File: src/noise_est_macros.svh
// noise estimator sizing: block edge, pixel, address, dimension and metric widths
`ifndef NOISE_EST_MACROS_SVH
`define NOISE_EST_MACROS_SVH

// block edge in pixels, also the burst length
`define NE_BLOCK_SIZE 8

`define NE_PIX_W      8   // luma sample width
`define NE_ADDR_W     12  // 4096-pixel frame memory
`define NE_DIM_W      8   // frame width / height field

// 64*sum(x^2) - sum(x)^2 stays below 2^28 for 8-bit pixels
`define NE_METRIC_W   32

// largest supported frame edge
`define NE_MAX_DIM    64

`endif
File: src/noise_est_pkg.sv
// noise estimator types: burst request, pixel beat, frame result and reader states
`include "noise_est_macros.svh"

package noise_est_pkg;

	// burst length field, wide enough to hold a full block row
	typedef logic [$clog2(`NE_BLOCK_SIZE):0] beat_cnt_t;

	// block count of the largest frame, (64/8)^2 = 64 needs 7 bits
	typedef logic [$clog2((`NE_MAX_DIM / `NE_BLOCK_SIZE) ** 2):0] blk_count_t;

	typedef struct packed {
		logic [`NE_ADDR_W-1:0] addr;  // first pixel of the burst
		beat_cnt_t             len;   // number of beats
	} rd_req_t;

	typedef struct packed {
		logic [`NE_PIX_W-1:0] pix;
		logic                 last;   // final beat of the burst
	} rd_beat_t;

	// handed to the wiener stage
	typedef struct packed {
		logic [`NE_ADDR_W-1:0]   base;
		logic [`NE_METRIC_W-1:0] metric;  // smallest block metric of the frame
		blk_count_t              blocks;
	} noise_result_t;

	typedef enum logic [1:0] {
		IDLE,
		REQUEST,
		READ,
		FRAME_DONE
	} reader_state_t;

endpackage

File: src/block_noise_stats.sv
// block statistics: per-block variance metric, frame minimum and held result
`timescale 1ns/1ps
`include "noise_est_macros.svh"

module block_noise_stats (
	input  logic                          clk,
	input  logic                          rst_n,
	input  noise_est_pkg::rd_beat_t       beat,
	input  logic                          beat_valid,
	input  logic                          frame_end,
	input  logic [`NE_ADDR_W-1:0]         base_out,
	input  logic                          result_ready,
	output logic                          stats_idle,
	output noise_est_pkg::noise_result_t  result,
	output logic                          result_valid
);
	import noise_est_pkg::*;

	localparam int BLK_SH = 2 * $clog2(`NE_BLOCK_SIZE);  // log2 of pixels per block
	localparam int SUM_W  = `NE_PIX_W + BLK_SH;
	localparam int SQ_W   = 2 * `NE_PIX_W + BLK_SH;

	logic [BLK_SH-1:0]       pix_cnt;
	logic [SUM_W-1:0]        sum_q;
	logic [SUM_W-1:0]        sum_nx;
	logic [SQ_W-1:0]         sq_q;
	logic [SQ_W-1:0]         sq_nx;
	logic [SQ_W-1:0]         pix_sq;
	logic [`NE_METRIC_W-1:0] sum_w;
	logic [`NE_METRIC_W-1:0] sq_w;
	logic [`NE_METRIC_W-1:0] metric_nx;
	logic [`NE_METRIC_W-1:0] metric_q;
	logic [`NE_METRIC_W-1:0] min_q;
	logic                    metric_valid;
	logic                    block_close;
	logic                    fold_q;
	blk_count_t              blk_count;
	logic [`NE_ADDR_W-1:0]   frame_base;

	assign block_close = beat_valid && (pix_cnt == '1);

	// sums including the current beat
	always_comb begin
		pix_sq    = SQ_W'(beat.pix) * SQ_W'(beat.pix);
		sum_nx    = sum_q + SUM_W'(beat.pix);
		sq_nx     = sq_q + pix_sq;
		sum_w     = `NE_METRIC_W'(sum_nx);
		sq_w      = `NE_METRIC_W'(sq_nx);
		metric_nx = (sq_w << BLK_SH) - sum_w * sum_w;  // 64*sum(x^2) - sum(x)^2
	end

	always_ff @(posedge clk or negedge rst_n) begin
		if (!rst_n) begin
			pix_cnt      <= '0;
			sum_q        <= '0;
			sq_q         <= '0;
			metric_valid <= 1'b0;
		end else begin
			metric_valid <= block_close;
			if (beat_valid) begin
				pix_cnt <= pix_cnt + 1'b1;  // every 64 beats form one block
				if (block_close) begin
					sum_q <= '0;
					sq_q  <= '0;
				end else begin
					sum_q <= sum_nx;
					sq_q  <= sq_nx;
				end
			end
		end
	end

	always_ff @(posedge clk) begin
		if (block_close)
			metric_q <= metric_nx;
	end

	// frame minimum and result handshake
	always_ff @(posedge clk or negedge rst_n) begin
		if (!rst_n) begin
			min_q        <= '1;
			blk_count    <= '0;
			fold_q       <= 1'b0;
			result_valid <= 1'b0;
		end else begin
			fold_q <= frame_end;
			if (fold_q) begin
				min_q     <= '1;  // ready for the next frame
				blk_count <= '0;
			end else if (metric_valid) begin
				blk_count <= blk_count + 1'b1;
				if (metric_q < min_q)
					min_q <= metric_q;
			end
			if (fold_q)
				result_valid <= 1'b1;
			else if (result_ready)
				result_valid <= 1'b0;
		end
	end

	always_ff @(posedge clk) begin
		if (frame_end)
			frame_base <= base_out;
		if (fold_q)
			result <= '{base: frame_base, metric: min_q, blocks: blk_count};
	end

	// busy from frame_end until the result leaves
	assign stats_idle = !(frame_end || fold_q || result_valid);

	a_result_hold: assert property (@(posedge clk) disable iff (!rst_n)
		result_valid && !result_ready |=> result_valid && $stable(result))
		else $error("result dropped or changed under back-pressure");

endmodule

File: config.mk
export PLATFORM = sky130hd
export DESIGN_NAME = block_noise_stats
export DESIGN_NICKNAME = d
export VERILOG_FILES = /design/src/noise_est_pkg.sv /design/src/block_noise_stats.sv
export VERILOG_INCLUDE_DIRS = /design/src
export SDC_FILE = /design/constraint.sdc
export NUM_CORES = 1
export LEC_CHECK = 0
export ABC_CLOCK_PERIOD_IN_PS = 20500
export BUFFER_PORTS_ARGS = -buffer_cell sky130_fd_sc_hd__buf_2
export CORE_UTILIZATION = 55
export DETAILED_ROUTE_END_ITERATION = 12
export HOLD_SLACK_MARGIN = 0.06
export PLACE_DENSITY = 0.8
export SLEW_MARGIN = 20
export SYNTH_ARGS = -nofsm -noshare
export SYNTH_HDL_FRONTEND = slang
export SYNTH_SLANG_ARGS = --single-unit
File: constraint.sdc
create_clock -name clk -period 20.5 [get_ports clk]
set_clock_uncertainty 0.1 [all_clocks]
set_input_delay 1.025 -clock clk [delete_from_list [all_inputs] [get_ports clk]]
set_output_delay 1.025 -clock clk [all_outputs]
set_load 0.1 [all_outputs]
* After elaboration in Yosys (flattened, before gate mapping)
Index checks and enable logic that the tools add are counted.
** Storage, ports and cells
- Register bits after elaboration :: 179
- Bits of input ports :: 26
- Output and inout port bits :: 53
- Logic and storage cells :: 39
** Operators by class
- $add $sub $neg :: 5
- Multipliers :: 2
- Magnitude comparators :: 1
- Equal/unequal tests :: 1
- Mux-type cells :: 9
- Reductions and logical operators :: 8
** Operators with widths (count)
- 2-to-1 mux 32 bit :: 3
- less-than comparator 32 bit :: 1
- subtractor 28 x 28 -> 29 bit :: 1
- multiplier 14 x 14 -> 28 bit :: 1
- adder 22 x 16 -> 22 bit :: 1
- 2-to-1 mux 22 bit :: 1
- multiplier 8 x 8 -> 16 bit :: 1
- adder 14 x 8 -> 14 bit :: 1
- 2-to-1 mux 14 bit :: 1
- 2-to-1 mux 7 bit :: 2
- adder 7 x 1 -> 7 bit, second input constant :: 1
- adder 6 x 1 -> 6 bit, second input constant :: 1
- == test 6 bit, second input constant :: 1
- nonzero test 2 bit :: 3
- logical OR 1 bit :: 2
- 2-to-1 mux 1 bit :: 2
- AND reduction 2 bit :: 1
- logical AND 1 bit :: 1
- zero test 1 bit :: 1

* Depth between registers and ports, before layout
- Depth in word-level cells :: 4
- Gate-level depth with buffers :: 34
- Depth with buffers taken out :: 33

* Worst setup path before layout
No wires, ideal clock.
- Path type :: input to register
- From :: in beat[6] (netlist name)
- To :: reg metric_q[22] (data pin)
- Setup time :: 0.207 ns
- Arrival :: 9.067 ns
- Data required time :: 20.193 ns
- Setup slack :: 11.126 ns
- Cell stages on the path :: 29
- Buffers on the path :: 1
- Cells stage by stage :: clkbuf_1 -> inv_1 -> nor2_1 -> fa_1 -> fa_1 -> inv_1 -> fa_1 -> fa_1 -> inv_1 -> ha_1 -> o21a_1 -> o31ai_2 -> nand2_1 -> fa_1 -> fa_1 -> fa_1 -> inv_1 -> fa_1 -> fa_1 -> inv_1 -> fa_1 -> inv_1 -> ha_1 -> a21oi_1 -> o211ai_1 -> a221oi_1 -> a21oi_1 -> mux2i_1 -> a2111oi_0
** On the way
- Longest elaborated chain between the ends :: 3
- Elaborated cells on any way between the ends :: 5
- Those cells by class :: add/sub: 3; mul: 2
** RTL lines
- from (decl) :: line block_noise_stats.sv:8 : input noise_est_pkg::rd_beat_t beat,
- adder 14 x 8 -> 14 bit / multiplier 8 x 8 -> 16 bit (equally long branches) :: line block_noise_stats.sv:45, block_noise_stats.sv:44
- multiplier 14 x 14 -> 28 bit / adder 22 x 16 -> 22 bit (equally long branches) :: line block_noise_stats.sv:49, block_noise_stats.sv:46
- subtractor 28 x 28 -> 29 bit * :: line block_noise_stats.sv:49 : metric_nx = (sq_w << BLK_SH) - sum_w * sum_w;
- via metric_nx[22] :: line block_noise_stats.sv:31 : logic [`NE_METRIC_W-1:0] metric_nx;
- to (signal assigned) :: line block_noise_stats.sv:75 : metric_q <= metric_nx;
- to (decl) :: line block_noise_stats.sv:32 : logic [`NE_METRIC_W-1:0] metric_q;
Mark *: on every way through the listed nets, which the timed path passes. The rest lies on a longest branch.
A chain may end at the register's enable or synchronous reset.

* Worst setup path after layout
- From :: in beat[2] (netlist name)
- To :: reg metric_q[22] (data pin)
Same word-level chain as after synthesis.

==> metrics.txt <==
DIE AREA=0.0298 mm²; sequential-to-total area share from yosys stat=slightly below 30%; maxcap violations=0; status=finished, final reports clean; All-Layer GR Usage=23.5%; TNS Setup=0 ps; asr flop ratio synth=47.9%; Top FF cell, synth=edfxtp_1; HP Start=frame_base[2]; n_diodes=0; maximum number of pins on one net before global-route repair=57; top-count cell post-synth=inv_1; Mapped Area=0.0160 mm²; sink of the worst hold path=result[41]; area of the multi-input gates=0.00975 mm²; Routed WL per cell=16.0 µm; port bufs=77; H-tree levels=4; R2R setup slack=11,300 ps; cts bufs inserted=17; DR iter-0 viols=785; layout cell share with drive strength beyond 1=10.1%; worst r2r dst=metric_q[22]; Synth cell types=70; Final ANT Viol Nets=0; CTS tree=yes; Via density=5.52; CP bufs+invs=7; 1st-pass router iterations=5; Yosys Warn Count=0; fin util=about three fifths; mean area per synthesized cell=9.84 µm²; slowest CP cell=fa_1; Slew headroom=between 20% and 30%; synthesized instance count=1,629; vias in the first global route=11,900; net count of the finished layout=2,039; Fill cells=2,294; Sequential cell area=around 0.0047 mm²; hold crit path type=register to register; Post-CTS Setup Bufs=0; core footprint=0.0287 mm²; io pins=slightly below 80; Setup CP Type=primary input to register; Final Hold Vio Count=0; number of gates resized after cts=0; Crit path required time=20,610 ps; Routed WL=roughly 33,000 µm; fin. max-slew vios=0; setup repair after global routing missed its margin=no; via count=around 11,000; first-pass GRT wire length=56,400 µm; hold path depth=0; main area contributors after synthesis=fa_1, edfxtp_1, ha_1, inv_1, dfrtp_1; GP Congestion=roughly 0.9; Rows=62; die width=173 µm; Die Height=173 µm; Syn-to-layout area delta=7.83%; CP max FO=9; final setup fails=0; clk sinks=167; CTS Root Cell=clkbuf_16; Initial Util=55.8%; Crit Reg-Reg Startpoint=sq_q[5]; Worst Max-Slew Pin Slew=between 1000 and 1500 ps; delay-heaviest family, CP=adder cells; Worst Path Arrival=just under 10,000 ps; CP max stage delay=560 ps; critical path endpoint category=register; clock buffer depth=2; share of the synthesized area in the top cell type=between 20% and 30%; fin crit share=47.8%; final worst path period need=9800 ps; DRC errors left=0; most frequent CP cell=fa_1; CTS Hold Buffers Added=0; synthesized flop and latch total=167; top post-synthesis cells by count=inv_1, fa_1, ha_1; initial antenna violation count=0; clk slew on worst S/H paths=about 70 ps; number of synthesized flops with an enable pin=87; Worst Reg-to-Reg Cells=28; largest area contributor in the synthesized netlist=fa_1; Startpoint Class=primary input; Fmax achieved=between 100 and 150 MHz; global route overflow=0; Final HPWL DP=~26,000 µm; clock latency on the worst-skew pair=about 450 ps; Synthesized Nets=1,996
flip-flops by register name, summed over array words and instances, names as in the netlist, 6 cells and up:
register / flops
blk_count: 7
result: 47
metric_q: 28
sq_q: 22
frame_base: 12
pix_cnt: 6
sum_q: 14
min_q: 28
how the worst max path moves through the flow:
stage | end | startpoint | cells past startpoint | slack, ps
4_1_cts | metric_q[22] | beat[6] | 28 | 10740
3_3_place_gp | metric_q[22] | beat[6] | 28 | 10530
5_1_grt | metric_q[22] | beat[6] | 28 | 10180
3_5_place_dp | metric_q[22] | beat[6] | 28 | 10290
2_1_floorplan | metric_q[22] | beat[6] | 29 | 11130
6_report | metric_q[22] | beat[2] | 28 | 10700
kinds of logic after synthesis:
family                   count (synthesis)  synth area share [%]
flip-flops                             167                  29.0
multiplexers                             6                 0.383
AND/OR/NAND/NOR                        350                  9.78
buffers and inverters                  415                  10.2
AO/OA/AOI/OAI                          281                  11.7
adder cells (fa/ha/maj)                341                  35.1
XOR/XNOR                                69                  3.86
final cells by class:
type / count / area share, %
clock buffers: 17 / 2.46
clock inverters: 15 / 1.06
inverters: 350 / 7.62
multi-input cells: 1047 / 56.4
flip-flops and latches: 167 / 26.9
well taps: 384 / 2.78
repair buffers: 89 / 2.77
per-layer routing:
metal | wire, µm | GRT usage, % | up-vias
met5 | 0 | 0 | -
met2 | 16600 | 41.2 | 375
met1 | 14000 | 29.8 | 5604
met4 | 696 | 8.15 | 0
met3 | 1830 | 3.32 | 57
li1 | - | - | 5381
metrics by stage:
stage | setup WS [ps] | area (µm²) | hold slack [ps] | cells
after floorplan | 11130 | 16000 | 300 | 1629
after global placement | 10530 | 16700 | 302 | 2037
after detailed placement | 10290 | 16700 | 306 | 2037
after CTS | 10740 | 17300 | 318 | 2069
after global routing | 10180 | 17300 | 325 | 2069
final | 10700 | 17300 | 317 | 2069
placed cells by master (no fill, tap or decap), types with 12 or more instances in the layout:
cell type,netlist,routed
a21o_1,18,18
a21oi_1,60,59
a22o_1,12,12
and2_1,19,19
buf_2,4,76
buf_4,9,13
clkbuf_16,0,17
dfrtp_1,52,51
dfstp_2,28,28
edfxtp_1,87,87
fa_1,181,181
ha_1,160,160
inv_1,347,347
nand2_1,141,141
nand3_1,14,14
nand4_1,13,13
nor2_1,106,106
o21a_1,13,13
o21ai_0,72,72
o311ai_0,29,29
xnor2_1,34,34
xor2_1,33,33
Power is left out: the tool's default activity adds up to more than one toggle a clock period on the data nets, which glitch-free logic cannot reach.
