## config.mk

```make
export PLATFORM = sky130hd
export DESIGN_NAME = block_reader
export DESIGN_NICKNAME = d
export VERILOG_FILES = /design/src/noise_est_pkg.sv /design/src/block_reader.sv
export VERILOG_INCLUDE_DIRS = /design/src
export SDC_FILE = /design/constraint.sdc
export NUM_CORES = 1
export LEC_CHECK = 0
export BUFFER_PORTS_ARGS = -buffer_cell sky130_fd_sc_hd__buf_2
export CAP_MARGIN = 0
export CORE_ASPECT_RATIO = 1.25
export CORE_MARGIN = 2
export CORE_UTILIZATION = 25
export CTS_BUF_LIST = sky130_fd_sc_hd__clkbuf_4 sky130_fd_sc_hd__clkbuf_8
export DETAILED_ROUTE_END_ITERATION = 16
export PLACE_DENSITY = 0.46
export SYNTH_ARGS = -nofsm -noshare
export SYNTH_HDL_FRONTEND = slang
export SYNTH_SLANG_ARGS = --single-unit
```

## constraint.sdc

```tcl
create_clock -name clk -period 9 [get_ports clk]
set_input_delay 0.9 -clock clk [delete_from_list [all_inputs] [get_ports clk]]
set_output_delay 0.9 -clock clk [all_outputs]
set_load 0.005 [all_outputs]
```

## src/noise_est_macros.svh

```systemverilog
// noise estimator sizing: block edge, pixel, address, dimension and metric widths
`ifndef NOISE_EST_MACROS_SVH
`define NOISE_EST_MACROS_SVH

// block edge in pixels, also the burst length
`define NE_BLOCK_SIZE 8

`define NE_PIX_W      8   // luma sample width
`define NE_ADDR_W     12  // 4096-pixel frame memory
`define NE_DIM_W      8   // frame width / height field

// 64*sum(x^2) - sum(x)^2 stays below 2^28 for 8-bit pixels
`define NE_METRIC_W   32

// largest supported frame edge
`define NE_MAX_DIM    64

`endif
```

## src/noise_est_pkg.sv

```systemverilog
// noise estimator types: burst request, pixel beat, frame result and reader states
`include "noise_est_macros.svh"

package noise_est_pkg;

	// burst length field, wide enough to hold a full block row
	typedef logic [$clog2(`NE_BLOCK_SIZE):0] beat_cnt_t;

	// block count of the largest frame, (64/8)^2 = 64 needs 7 bits
	typedef logic [$clog2((`NE_MAX_DIM / `NE_BLOCK_SIZE) ** 2):0] blk_count_t;

	typedef struct packed {
		logic [`NE_ADDR_W-1:0] addr;  // first pixel of the burst
		beat_cnt_t             len;   // number of beats
	} rd_req_t;

	typedef struct packed {
		logic [`NE_PIX_W-1:0] pix;
		logic                 last;   // final beat of the burst
	} rd_beat_t;

	// handed to the wiener stage
	typedef struct packed {
		logic [`NE_ADDR_W-1:0]   base;
		logic [`NE_METRIC_W-1:0] metric;  // smallest block metric of the frame
		blk_count_t              blocks;
	} noise_result_t;

	typedef enum logic [1:0] {
		IDLE,
		REQUEST,
		READ,
		FRAME_DONE
	} reader_state_t;

endpackage

```

## src/block_reader.sv

```systemverilog
// block reader: walks the frame in 8x8 blocks and issues one burst per block row
`timescale 1ns/1ps
`include "noise_est_macros.svh"

module block_reader (
	input  logic                     clk,
	input  logic                     rst_n,
	input  logic                     frame_start,
	input  logic [`NE_ADDR_W-1:0]    base_addr,
	input  logic [`NE_DIM_W-1:0]     frame_width,
	input  logic [`NE_DIM_W-1:0]     frame_height,
	input  logic                     req_ready,
	input  noise_est_pkg::rd_beat_t  beat,
	input  logic                     beat_valid,
	input  logic                     stats_idle,
	output logic                     busy,
	output noise_est_pkg::rd_req_t   req,
	output logic                     req_valid,
	output logic                     frame_end,
	output logic [`NE_ADDR_W-1:0]    base_out
);
	import noise_est_pkg::*;

	localparam int ROW_W = $clog2(`NE_BLOCK_SIZE);
	localparam int BLK_W = `NE_DIM_W - ROW_W;

	reader_state_t state, next_state;

	logic [ROW_W-1:0]      row_in_block;
	logic [BLK_W-1:0]      block_col;
	logic [BLK_W-1:0]      block_row;
	logic [`NE_DIM_W-1:0]  width_q;
	logic [`NE_DIM_W-1:0]  height_q;
	logic [BLK_W-1:0]      last_col_idx;
	logic [BLK_W-1:0]      last_row_idx;
	logic [`NE_ADDR_W-1:0] line_off;
	logic [`NE_ADDR_W-1:0] col_off;
	logic                  start_ok;
	logic                  burst_done;
	logic                  block_done;
	logic                  at_last_col;
	logic                  at_last_row;
	logic                  frame_done;

	assign start_ok     = (state == IDLE) && frame_start;
	assign last_col_idx = width_q[`NE_DIM_W-1:ROW_W] - 1'b1;
	assign last_row_idx = height_q[`NE_DIM_W-1:ROW_W] - 1'b1;

	assign burst_done  = (state == READ) && beat_valid && beat.last;
	assign block_done  = (row_in_block == '1);  // 8th row of the block
	assign at_last_col = (block_col == last_col_idx);
	assign at_last_row = (block_row == last_row_idx);
	assign frame_done  = burst_done && block_done && at_last_col && at_last_row;

	// pixel row = block_row*8 + row_in_block, then block column offset
	assign line_off = `NE_ADDR_W'({block_row, row_in_block}) * `NE_ADDR_W'(width_q);
	assign col_off  = `NE_ADDR_W'({block_col, {ROW_W{1'b0}}});

	assign req.addr  = base_out + line_off + col_off;
	assign req.len   = beat_cnt_t'(`NE_BLOCK_SIZE);
	assign req_valid = (state == REQUEST);
	assign busy      = (state != IDLE);

	always_comb begin
		next_state = state;
		case (state)
			IDLE: begin
				if (frame_start)
					next_state = REQUEST;
			end
			REQUEST: begin
				if (req_ready)
					next_state = READ;
			end
			READ: begin
				if (frame_done)
					next_state = FRAME_DONE;
				else if (burst_done)
					next_state = REQUEST;
			end
			FRAME_DONE: begin
				if (stats_idle)  // hold off until the result is taken
					next_state = IDLE;
			end
			default: next_state = IDLE;
		endcase
	end

	always_ff @(posedge clk or negedge rst_n) begin
		if (!rst_n) begin
			state        <= IDLE;
			row_in_block <= '0;
			block_col    <= '0;
			block_row    <= '0;
			frame_end    <= 1'b0;
		end else begin
			state     <= next_state;
			frame_end <= frame_done;  // one cycle after the last beat
			if (start_ok) begin
				row_in_block <= '0;
				block_col    <= '0;
				block_row    <= '0;
			end else if (burst_done) begin
				row_in_block <= row_in_block + 1'b1;  // wraps at the block edge
				if (block_done) begin
					if (at_last_col) begin
						block_col <= '0;
						block_row <= block_row + 1'b1;
					end else begin
						block_col <= block_col + 1'b1;
					end
				end
			end
		end
	end

	// frame geometry, fixed for the whole frame
	always_ff @(posedge clk) begin
		if (start_ok) begin
			base_out <= base_addr;
			width_q  <= frame_width;
			height_q <= frame_height;
		end
	end

	a_req_stable: assert property (@(posedge clk) disable iff (!rst_n)
		req_valid && !req_ready |=> req_valid && $stable(req))
		else $error("read request changed before transfer");

	// memory must only answer a request this reader issued
	a_beat_in_read: assert property (@(posedge clk) disable iff (!rst_n)
		beat_valid |-> state == READ)
		else $error("beat outside READ state");

endmodule

```

== Word level (Yosys, flattened, before mapping) ==
Index checks and enable logic that the tools add are counted.
Widths: inputs -> output; s select.
Storage, ports and cells
  input port bits: 43
  register bits after elaboration: 44
  output and inout port bits: 31
Operators by class
  mux-type cells: 16
  multiply operators: 1
  eq/ne operators: 10
  reductions and logical operators: 14
  add/sub/neg operators: 7
Operators by type and width (count)
  $mux 5: 8
  $add 12x12->12: 1
  $add 12x8->12: 1
  $mul 8x8->12: 1
  $add 5x1->5 const B: 2
  $eq 5x5->1: 2
  $mux 2: 5
  $sub 5x1->5 const B: 2
  $pmux 2 s4: 1
  $reduce_bool 2->1: 4
  $logic_and 1x1->1: 6
  $mux 3: 2
  $ne 2x2->1 const B: 3
  $eq 2x2->1 const B: 2
  $reduce_and 4->1: 1
  $add 3x1->3 const B: 1
  $eq 3x3->1 const B: 1
  $ne 3x3->1 const B: 1
  $reduce_and 3->1: 1
  $eq 2x1->1 const B: 1
  $logic_not 2->1: 1
  $reduce_and 2->1: 1

== Longest topological paths before layout ==
Gate-level depths: netlist of run 1.
  depth in word-level cells: 8
  gate-level depth with buffers: 18
  gate-level depth less buffers: 17

== Worst setup path before layout of run 1 ==
No wires, ideal clock.
  path kind: register -> output
  from: register block_row[2]
  to: output port req[15] (netlist bit)
  path slack: 3581 ps
  arrival time: 4519 ps
  required time: 8100 ps
  cell stages (with the launch flop): 18
  path buffers: 1
  cell sequence: dfrtp_1 > clkbuf_1 > nand2_1 > fa_1 > inv_1 > fa_1 > inv_1 > fa_1 > inv_1 > fa_1 > inv_1 > fa_1 > inv_1 > ha_1 > a21oi_1 > o21ai_0 > o41ai_1 > xnor2_1
RTL lines
  start, declared: RTL line block_reader.sv:31  | logic [BLK_W-1:0] block_row;
  start signal, assigned: RTL line block_reader.sv:108  | block_row <= block_row + 1'b1;
  end, declared: RTL line block_reader.sv:17  | output noise_est_pkg::rd_req_t req,

==> impl_metrics.yaml, run 1 <==
timing:
  rsz0062_at_grt: "false"
  skew_ns: 0.0139
  maxSlewViolCount: 0
  fmax_ghz: 0.161
  tns_ns: 0
  period_minus_slack_ns: 6.21
  hold_viol: 0
  setup_violations: 0
  slew_headroom: 0.276
  period_share: 0.690
  tightest_slew_ns: 1.08
  hold_slack_ns: 0.505
finish:
  fin_util: 0.292
  layout-drive-gt1-share: 0.164
  final_area_um2: 4530
  area_delta_synth_final_pct: 15.1
  nNetsFinal: 559
  multiInputGateArea_um2: 2430
  insertedDiodeCount: 0
  mostFrequentLayoutCell: "inv_1"
  seqCellArea_um2: 1150
  most-common-layout-cells: "76 x inv_1, 58 x buf_2, 46 x fa_1"
  fillers: 1624
synth:
  yosys.area_share.xor_xnor: 0.0712
  synth_cell_type_count: 42
  synth_top_family_by_area: "adder cells"
  synth_edf_count: 25
  synthCells: 387
  synth_area_um2: 3940
  yosysSeqAreaShare: 0.292
  avgSynthCellArea_um2: 10.2
  synth_ff_type: "edfxtp_1"
  synth_compound_area_frac: 0.0515
  synthAdderAreaFrac: 0.336
  synth-seq-cells: 41
  yosys-mux-area-fraction: 0.00763
  synthArstFlopShare: 0.390
  synth-simple-area-share: 0.146
  yosysWarnings: 0
worst_setup_path:
  reg2regPathDepth: 7
  worstPathMaxFanout: 14
  cpPeakStageDelay_ns: 0.66
  crit_cells: 17
  startpoint: "block_row[2]"
  reg2reg_from: "width_q[3]"
  crit_required_ns: 8.10
  critical_path.slowest_cell: "dfrtp_1"
  rrSetupSlack_ns: 6.40
  worstSetupStartpointType: "flip-flop"
  cp_num_buf_inv: 6
  worstPathArrival_ns: 5.31
  path_cells: "nand2_1 -> fa_1 -> inv_1 -> fa_1 -> inv_1 -> fa_1 -> inv_1 -> fa_1 -> inv_1 -> fa_1 -> inv_1 -> ha_1 -> a21oi_1 -> o21ai_0 -> o41ai_1 -> xnor2_1 -> buf_2"
  crit_family: "adder cells"
  crit_end: "req[15]"
  reg2reg_to: "block_row[4]"
  crit_path_end_kind: "output pin"
  path_class: "flip-flop to output pin"
grt:
  grt_pass1_wl_mm: 13.7
  grt_overflow: 0
  grt_pass1_vias: 2908
  antenna_found_initial: 0
  grt_use_total: 0.106
  grt_max_degree: 39
clock_network:
  numCtsBuffers: 5
  h-tree-depth: 2
  clock_latency_ns: 0.31
  clock_path_buffers: 2
  cts_resized: 0
  postCtsSetupBuffers: 0
  root_buffer: "clkbuf_8"
  hold_buffers: 0
  clkSinkCount: 41
  cts_tree: "done"
  clk_pin_slew_ns: 0.09
place:
  io_buffers: 58
  dpl_cell_area_um2: 4420
  dp_hpwl_mm: 6.39
  globalplace.congestion: 0.772
drt:
  drtIter0Drc: 86
  viasPerCell: 4.09
  wl_mm: 8.02
  avgRoutedWirePerCell_um: 12.3
  dr.pass1.iters: 4
  drc: 0
  num_vias: 2660
  drtAntennaViolNets: 0
floorplan:
  coreArea_um2: 15500
  dieHeight_um: 144
  ios: 74
  start_util: 0.254
  dieWidth_um: 116
  core.rowCount: 51
  die_area_um2: 16800
hold_path:
  hp-class: "input pin to asynchronous set/reset pin"
power_and_ir_drop:
  total_power_uw: 731
  cellLeakagePower_uw: 0.00215
  vdd_drop_max_uv: 87.5
  power_density_nw_per_um2: 161
run:
  drv_cap: 0
run_status:
  status: "complete, no violations"
==> flip-flops by register name, summed over array words and instances (netlist names) <==
register	cells
block_col	5
row_in_block	3
block_row	5
height_q	5
frame_end	1
width_q	8
base_out	12
state	2
==> metal layers <==
metal  GRT usage  up-vias  wire [µm]
met1       0.124     1302       3400
met5           0        -          0
met4      0.0407        0        166
li1            -     1304          -
met3      0.0197       11        266
met2       0.189       43       4190
==> through the flow <==
step	cells	setup slack [ns]
finish	651	2.79
detailed placement	643	3.13
global route	651	2.54
CTS	651	2.76
floorplan	389	3.58
global placement	643	3.17
==> cell type report <==
cell class | instances | share of cell area
Tap cell | 212 | 0.0585
Timing Repair Buffer | 58 | 0.0641
Inverter | 76 | 0.0629
Sequential cell | 41 | 0.254
Clock buffer | 6 | 0.0168
Multi-Input combinational cell | 256 | 0.536
Clock inverter | 2 | 0.00745
==> power by group <==
part	total (µW)	switching [µW]	internal, µW	leakage [µW]
clock network	156	70.6	85.0	0.0000563
registers	277	41.1	236	0.000451
logic	298	164	135	0.00164
==> cell usage after synthesis (5+ instances only) <==
cell type	instances	area [µm²]
nor3_1	5	25.0
xor2_1	10	87.6
nand2_1	38	143
and2_1	30	188
xnor2_1	22	193
ha_1	32	400
edfxtp_1	25	751
nor2_1	14	52.6
nand3_1	6	30.0
inv_1	76	285
dfrtp_1	16	400
clkbuf_1	8	30.0
fa_1	46	921
o21ai_0	7	35.0
a21oi_1	9	45.0
==> worst min-delay path by stage <==
stage	end	slack, ns	cells after the start
2_1_floorplan	state[0]	0.53	1
3_3_place_gp	state[0]	0.56	1
3_5_place_dp	state[0]	0.57	1
4_1_cts	block_col[4]	0.51	1
5_1_grt	row_in_block[0]	0.53	1
6_report	block_row[2]	0.50	1
==> kinds of logic (layout without fill, tap and decap cells) <==
family | count (synthesis) | count (layout)
AND/OR/NAND/NOR | 111 | 111
buffers and inverters | 92 | 142
adder cells (fa/ha/maj) | 78 | 78
flip-flops | 41 | 41
XOR/XNOR | 32 | 32
AO/OA/AOI/OAI | 28 | 28
multiplexers | 3 | 3
other | 2 | 4
No activity file was read; power rests on OpenSTA's default activity.
==> inputs of run 2 (changes only) <==
--- a/config.mk
+++ b/config.mk
@@ -6,6 +6,7 @@
 export SDC_FILE = /design/constraint.sdc
 export NUM_CORES = 1
 export LEC_CHECK = 0
+export ABC_AREA = 1
 export BUFFER_PORTS_ARGS = -buffer_cell sky130_fd_sc_hd__buf_2
 export CAP_MARGIN = 0
 export CORE_ASPECT_RATIO = 1.25
@@ -13,7 +14,7 @@
 export CORE_UTILIZATION = 25
 export CTS_BUF_LIST = sky130_fd_sc_hd__clkbuf_4 sky130_fd_sc_hd__clkbuf_8
 export DETAILED_ROUTE_END_ITERATION = 16
-export PLACE_DENSITY = 0.46
+export PLACE_DENSITY = 0.47
 export SYNTH_ARGS = -nofsm -noshare
 export SYNTH_HDL_FRONTEND = slang
 export SYNTH_SLANG_ARGS = --single-unit
==> constraint.sdc (replaced) <==
create_clock -name clk -period 5.5 [get_ports clk]
set_input_delay 0.55 -clock clk [delete_from_list [all_inputs] [get_ports clk]]
set_output_delay 0.55 -clock clk [all_outputs]
set_load 0.005 [all_outputs]
==> run 2 against run 1 <==
Die area is 8.2% higher. Synthesized cell count increased by 37%. Worst hold slack lost 0.35 ns. Final area rose by 12%. Wire length up 16%. Sequential power is 76% higher. Highest routed layer unchanged.
==> impl_metrics.yaml, run 2 <==
synth:
  synthCells: 532
  synth_area_um2: 4270
  ys_top_cells_by_count: "150 x nand2_1, 139 x inv_1, 46 x fa_1"
  synth_most_common_cell: "nand2_1"
  synth.top_cell.area_share: 0.216
  synth_area_leaders: "fa_1 22%, edfxtp_1 18%, nand2_1 13%"
  synth_cell_type_count: 28
  avgSynthCellArea_um2: 8.02
  synth_edf_count: 25
  yosysWarnings: 0
  synthArstFlopShare: 0.390
  yosysSeqAreaShare: 0.270
  synth-seq-cells: 41
  synth_ff_type: "edfxtp_1"
  synth_area_leader_cell: "fa_1"
drt:
  highest_layer: "met4"
  num_vias: 3296
  wl_met2_mm: 4.81
  wl_mm: 9.26
  viasPerCell: 4.03
  drc: 0
  drtAntennaViolNets: 0
  drtIter0Drc: 119
  met3_length_um: 277
  dr.pass1.iters: 4
  m1WireLength_mm: 3.91
  avgRoutedWirePerCell_um: 11.3
finish:
  area_delta_synth_final_pct: 19.0
  mostFrequentLayoutCell: "nand2_1"
  nNetsFinal: 717
  layout-drive-gt1-share: 0.193
  layout.cells.non_filler: 817
  largest_reg_flops: 12
  largest_register: "base_out"
  final_area_um2: 5080
  top_regs: "base_out: 12 flops, width_q: 8 flops"
  fillers: 1792
  insertedDiodeCount: 0
  most-common-layout-cells: "148 x nand2_1, 139 x inv_1, 58 x buf_2"
grt:
  grt_use_total: 0.108
  grt_pass1_wl_mm: 15.5
  grt_overflow: 0
  antenna_found_initial: 0
  grt_pass1_vias: 3439
  grt_max_degree: 31
timing:
  period_minus_slack_ns: 5.24
  period_share: 0.952
  hold_viol: 0
  fmax_ghz: 0.191
  skew_ns: 0.0110
  slew_headroom: 0.215
  tightest_slew_ns: 1.18
  layout_setup_ws_ns: 0.263
  setup_violations: 0
  maxSlewViolCount: 0
  rsz0062_at_grt: "true"
worst_setup_path:
  critical_path.slowest_cell: "edfxtp_1"
  crit_required_ns: 4.95
  worstPathArrival_ns: 4.69
  crit_path_end_kind: "output pin"
  cpPeakStageDelay_ns: 0.52
  worstSetupStartpointType: "flip-flop"
  worst_path_most_repeated_cell: "inv_1"
  worstPathMaxFanout: 8
  path_cells: "nand2_1 -> fa_1 -> inv_1 -> fa_1 -> inv_1 -> fa_1 -> inv_1 -> fa_1 -> inv_1 -> fa_1 -> inv_1 -> ha_4 -> a21oi_4 -> nand2_4 -> a31oi_4 -> inv_1 -> nand2_1 -> nand2_1 -> buf_2"
  path_class: "flip-flop to output pin"
run:
  drv_cap: 0
place:
  dp_slack_ns: 0.239
  dpl_cell_area_um2: 4790
  dp_hpwl_mm: 7.78
  globalplace.congestion: 0.800
  io_buffers: 58
  placedCellCount: 801
power_and_ir_drop:
  vdd_drop_max_uv: 183
  power_density_nw_per_um2: 455
  cellLeakagePower_uw: 0.00291
clock_network:
  root_buffer: "clkbuf_8"
  hold_buffers: 0
  numCtsBuffers: 5
  cts_tree: "done"
  clock_path_buffers: 2
  h-tree-depth: 2
  clock_latency_ns: 0.30
  clkSinkCount: 41
  clk_pin_slew_ns: 0.08
floorplan:
  coreArea_um2: 16800
  die_area_um2: 18100
  core.rowCount: 53
  dieWidth_um: 121
  ios: 74
  start_util: 0.254
  dieHeight_um: 150
hold_path:
  hp-class: "input pin to asynchronous set/reset pin"
run_status:
  status: "complete, no violations"
[run 2: changes by cell type in the layout (fill, tap and decap cells not counted), moves of 4 or more]
cell	before	now
nand2_1	38	148
and2_1	30	0
nor2_1	13	29
a21oi_1	9	3
nor3_1	5	1
inv_2	0	4
inv_1	76	139
xnor2_1	22	4
nand3_1	6	22
nand2_2	0	7
o21ai_0	7	2
buf_4	0	16
[run 2: routing by layer]
metal / global-route usage / vias to the layer above
li1: - / 1663
met1: 0.119 / 1561
met2: 0.204 / 51
met3: 0.0159 / 21
met4: 0.0477 / 0
met5: 0 / -
[run 2: repair_timing]
action                                  in CTS  in global routing
setup buffers                                3                  6
endpoints found under the setup margin       2                  3
pin swaps                                    0                 11
resized for setup                            2                 19
[run 2: area by class of cell]
| type | count | area, µm² | share of cell area |
|---|---|---|---|
| clock buffers | 5 | 68.8 | 0.0136 |
| inverters | 143 | 537 | 0.106 |
| multi-input cells | 329 | 2540 | 0.501 |
| clock inverters | 3 | 65.1 | 0.0128 |
| repair buffers | 76 | 433 | 0.0852 |
| well taps | 220 | 275 | 0.0542 |
| flip-flops and latches | 41 | 1150 | 0.227 |
[run 2: cell families after synthesis]
logic type | share of synthesized area
AND/OR/NAND/NOR | 0.214
other | 0.00176
adder cells (fa/ha/maj) | 0.309
AO/OA/AOI/OAI | 0.0182
XOR/XNOR | 0.0328
flip-flops | 0.270
buffers and inverters | 0.154
[run 2: power by group]
part           internal (µW)  switching, µW
logic                    672            859
clock network            180            110
registers                403           85.1
total                   1260           1050
[run 2: critical path: cells and delay by family, from the launching register on]
family / cells / cell delay [ns]
buffers and inverters: 7 / 0.45
AOI/OAI and AO/OA: 2 / 0.38
adders and majority gates: 6 / 2.71
and+or+nand+nor: 4 / 0.30
DFF: 1 / 0.52
[run 2: per-stage QoR]
stage	TNS, ns	total power (µW)	hold WS (ns)	util
6_report	0	2310	0.157	0.303
5_1_grt	-0.00421	2610	0.185	0.303
4_1_cts	0	2220	0.163	0.296
3_5_place_dp	0	1890	0.500	0.286
3_3_place_gp	0	1870	0.495	0.286
2_1_floorplan	0	1460	0.254	-
[run 2: worst paths after layout]
path / cells after the start / start / end / slack, ns
max: 19 / width_q[0] / req[15] / 0.26
min: 1 / rst_n / block_row[2] / 0.16
max reg2reg: 5 / state[1] / row_in_block[1] / 3.34
min reg2reg: 2 / block_col[2] / block_col[2] / 0.59
max in group asynchronous: 1 / rst_n / block_row[0] / 5.04
min in group clk: 1 / base_addr[1] / base_out[1] / 0.41
==> inputs of run 3 (changes only) <==
==> constraint.sdc (replaced) <==
create_clock -name clk -period 5.5 [get_ports clk]
set_input_delay 0.55 -clock clk [delete_from_list [all_inputs] [get_ports clk]]
set_output_delay 0.55 -clock clk [all_outputs]
set_load 0.01 [all_outputs]
==> run 3 against run 2 <==
Sequential power about the same. Largest power group unchanged. Critical path depth down 1. Via count increased by 0.18%. Die area is the same. Clock skew is 0.0014 ns lower. Final area grew 0.81%. Power grew 5.9%. Combinational power is 9% higher. First-iteration DRC count increased by 18%. Non-clock buffer count rose by 2.
==> impl_metrics.yaml, run 3 (synthesis gave the netlist of run 2 again) <==
clock_network:
  clkSinkCount: 41
  root_buffer: "clkbuf_8"
  clock_path_buffers: 2
  hold_buffers: 0
  clk_pin_slew_ns: 0.08
  h-tree-depth: 2
  numCtsBuffers: 5
  clock_latency_ns: 0.30
  cts_tree: "done"
timing:
  tns_ns: 0
  fmax_ghz: 0.189
  maxSlewViolCount: 0
  period_minus_slack_ns: 5.28
  setup_violations: 0
  rsz0062_at_grt: "false"
  tightest_slew_ns: 1.16
  slew_headroom: 0.223
  skew_ns: 0.00969
  hold_slack_ns: 0.157
  period_share: 0.960
  hold_viol: 0
worst_setup_path:
  path_class: "flip-flop to output pin"
  worstPathArrival_ns: 4.73
  critical_path.slowest_cell: "edfxtp_1"
  worstPathMaxFanout: 6
  crit_path_end_kind: "output pin"
  cpPeakStageDelay_ns: 0.55
  path_cells: "buf_4 -> nand2_1 -> fa_1 -> inv_1 -> fa_1 -> fa_1 -> inv_1 -> fa_1 -> inv_1 -> ha_1 -> ha_1 -> a21oi_1 -> o21ai_1 -> a31oi_4 -> inv_1 -> nand2_1 -> nand2_1 -> buf_2"
  worstSetupStartpointType: "flip-flop"
  crit_required_ns: 4.95
drt:
  wl_mm: 9.28
  drtAntennaViolNets: 0
  drc: 0
  drtIter0Drc: 140
  viasPerCell: 4.03
  dr.pass1.iters: 4
  num_vias: 3302
  avgRoutedWirePerCell_um: 11.3
finish:
  largest_register: "base_out"
  mostFrequentLayoutCell: "nand2_1"
  seqCellArea_um2: 1150
  insertedDiodeCount: 0
  fin_util: 0.305
  largest_reg_flops: 12
  final_area_um2: 5120
  most-common-layout-cells: "148 x nand2_1, 139 x inv_1, 58 x buf_2"
  top_regs: "base_out: 12 flops, width_q: 8 flops"
  area_delta_synth_final_pct: 19.9
  fillers: 1816
  multiInputGateArea_um2: 2560
  nNetsFinal: 719
  layout-drive-gt1-share: 0.199
floorplan:
  core.rowCount: 53
  die_area_um2: 18100
  dieHeight_um: 150
  start_util: 0.254
  ios: 74
  coreArea_um2: 16800
  dieWidth_um: 121
grt:
  grt_overflow: 0
  grt_max_degree: 31
  grt_use_total: 0.108
  antenna_found_initial: 0
  grt_pass1_wl_mm: 15.5
  grt_pass1_vias: 3410
run:
  drv_cap: 0
power_and_ir_drop:
  vdd_drop_max_uv: 192
  power_density_nw_per_um2: 478
  total_power_uw: 2450
  cellLeakagePower_uw: 0.00293
place:
  dp_hpwl_mm: 7.73
  globalplace.congestion: 0.801
  dpl_cell_area_um2: 4790
  io_buffers: 58
hold_path:
  hp-class: "input pin to asynchronous set/reset pin"
run_status:
  status: "complete, no violations"
==> run 3: power breakdown <==
| group | internal (µW) | switching, µW | total [µW] | leakage [µW] |
|---|---|---|---|---|
| logic | 715 | 957 | 1670 | 0.00241 |
| clock network | 180 | 109 | 290 | 0.0000681 |
| registers | 403 | 81.9 | 485 | 0.000444 |
| total | 1300 | 1150 | 2450 | 0.00293 |
==> run 3: per-layer routing <==
metal / track usage / part of all wire
met1: 0.122 / 0.42
met2: 0.203 / 0.52
met3: 0.0140 / 0.030
met4: 0.0413 / 0.025
met5: 0 / 0
==> run 3: what timing repair did <==
action / in CTS / in global routing
cloned: 0 / 0
gates resized for setup: 3 / 19
buffers inserted: 6 / 5
pin swaps: 0 / 10
setup endpoints to repair: 2 / 3
==> run 3: per-stage QoR <==
step           setup slack (ns)  instances
4_1_cts                 0.00468        815
2_1_floorplan             0.571        534
3_5_place_dp              0.196        801
5_1_grt                0.000796        819
3_3_place_gp              0.218        801
6_report                  0.220        819
==> run 3: path summary, 6_finish.rpt <==
path | startpoint | to | slack, ns | cells after the start
setup reg to reg | state[1] | row_in_block[1] | 3.35 | 5
setup / recovery | width_q[4] | req[15] | 0.22 | 18
max in group asynchronous | rst_n | block_row[0] | 5.03 | 1
hold reg to reg | block_col[2] | block_col[2] | 0.59 | 2
hold / removal | rst_n | block_row[3] | 0.16 | 1
min in group clk | frame_width[2] | width_q[2] | 0.41 | 1
==> run 3: final cells by class <==
class                           instances  share of cell area
Inverter                              143               0.105
Tap cell                              220              0.0538
Sequential cell                        41               0.226
Multi-Input combinational cell        329               0.500
Clock buffer                            5              0.0134
Timing Repair Buffer                   78              0.0892
Clock inverter                          3              0.0127
==> run 3: critical path, delay by kind of cell (launching register included) <==
kind            cells  cell delay, ns
fa+ha+maj           6            2.71
flops               1            0.55
buf+inv             6            0.52
compound gates      3            0.47
simple gates        3            0.17
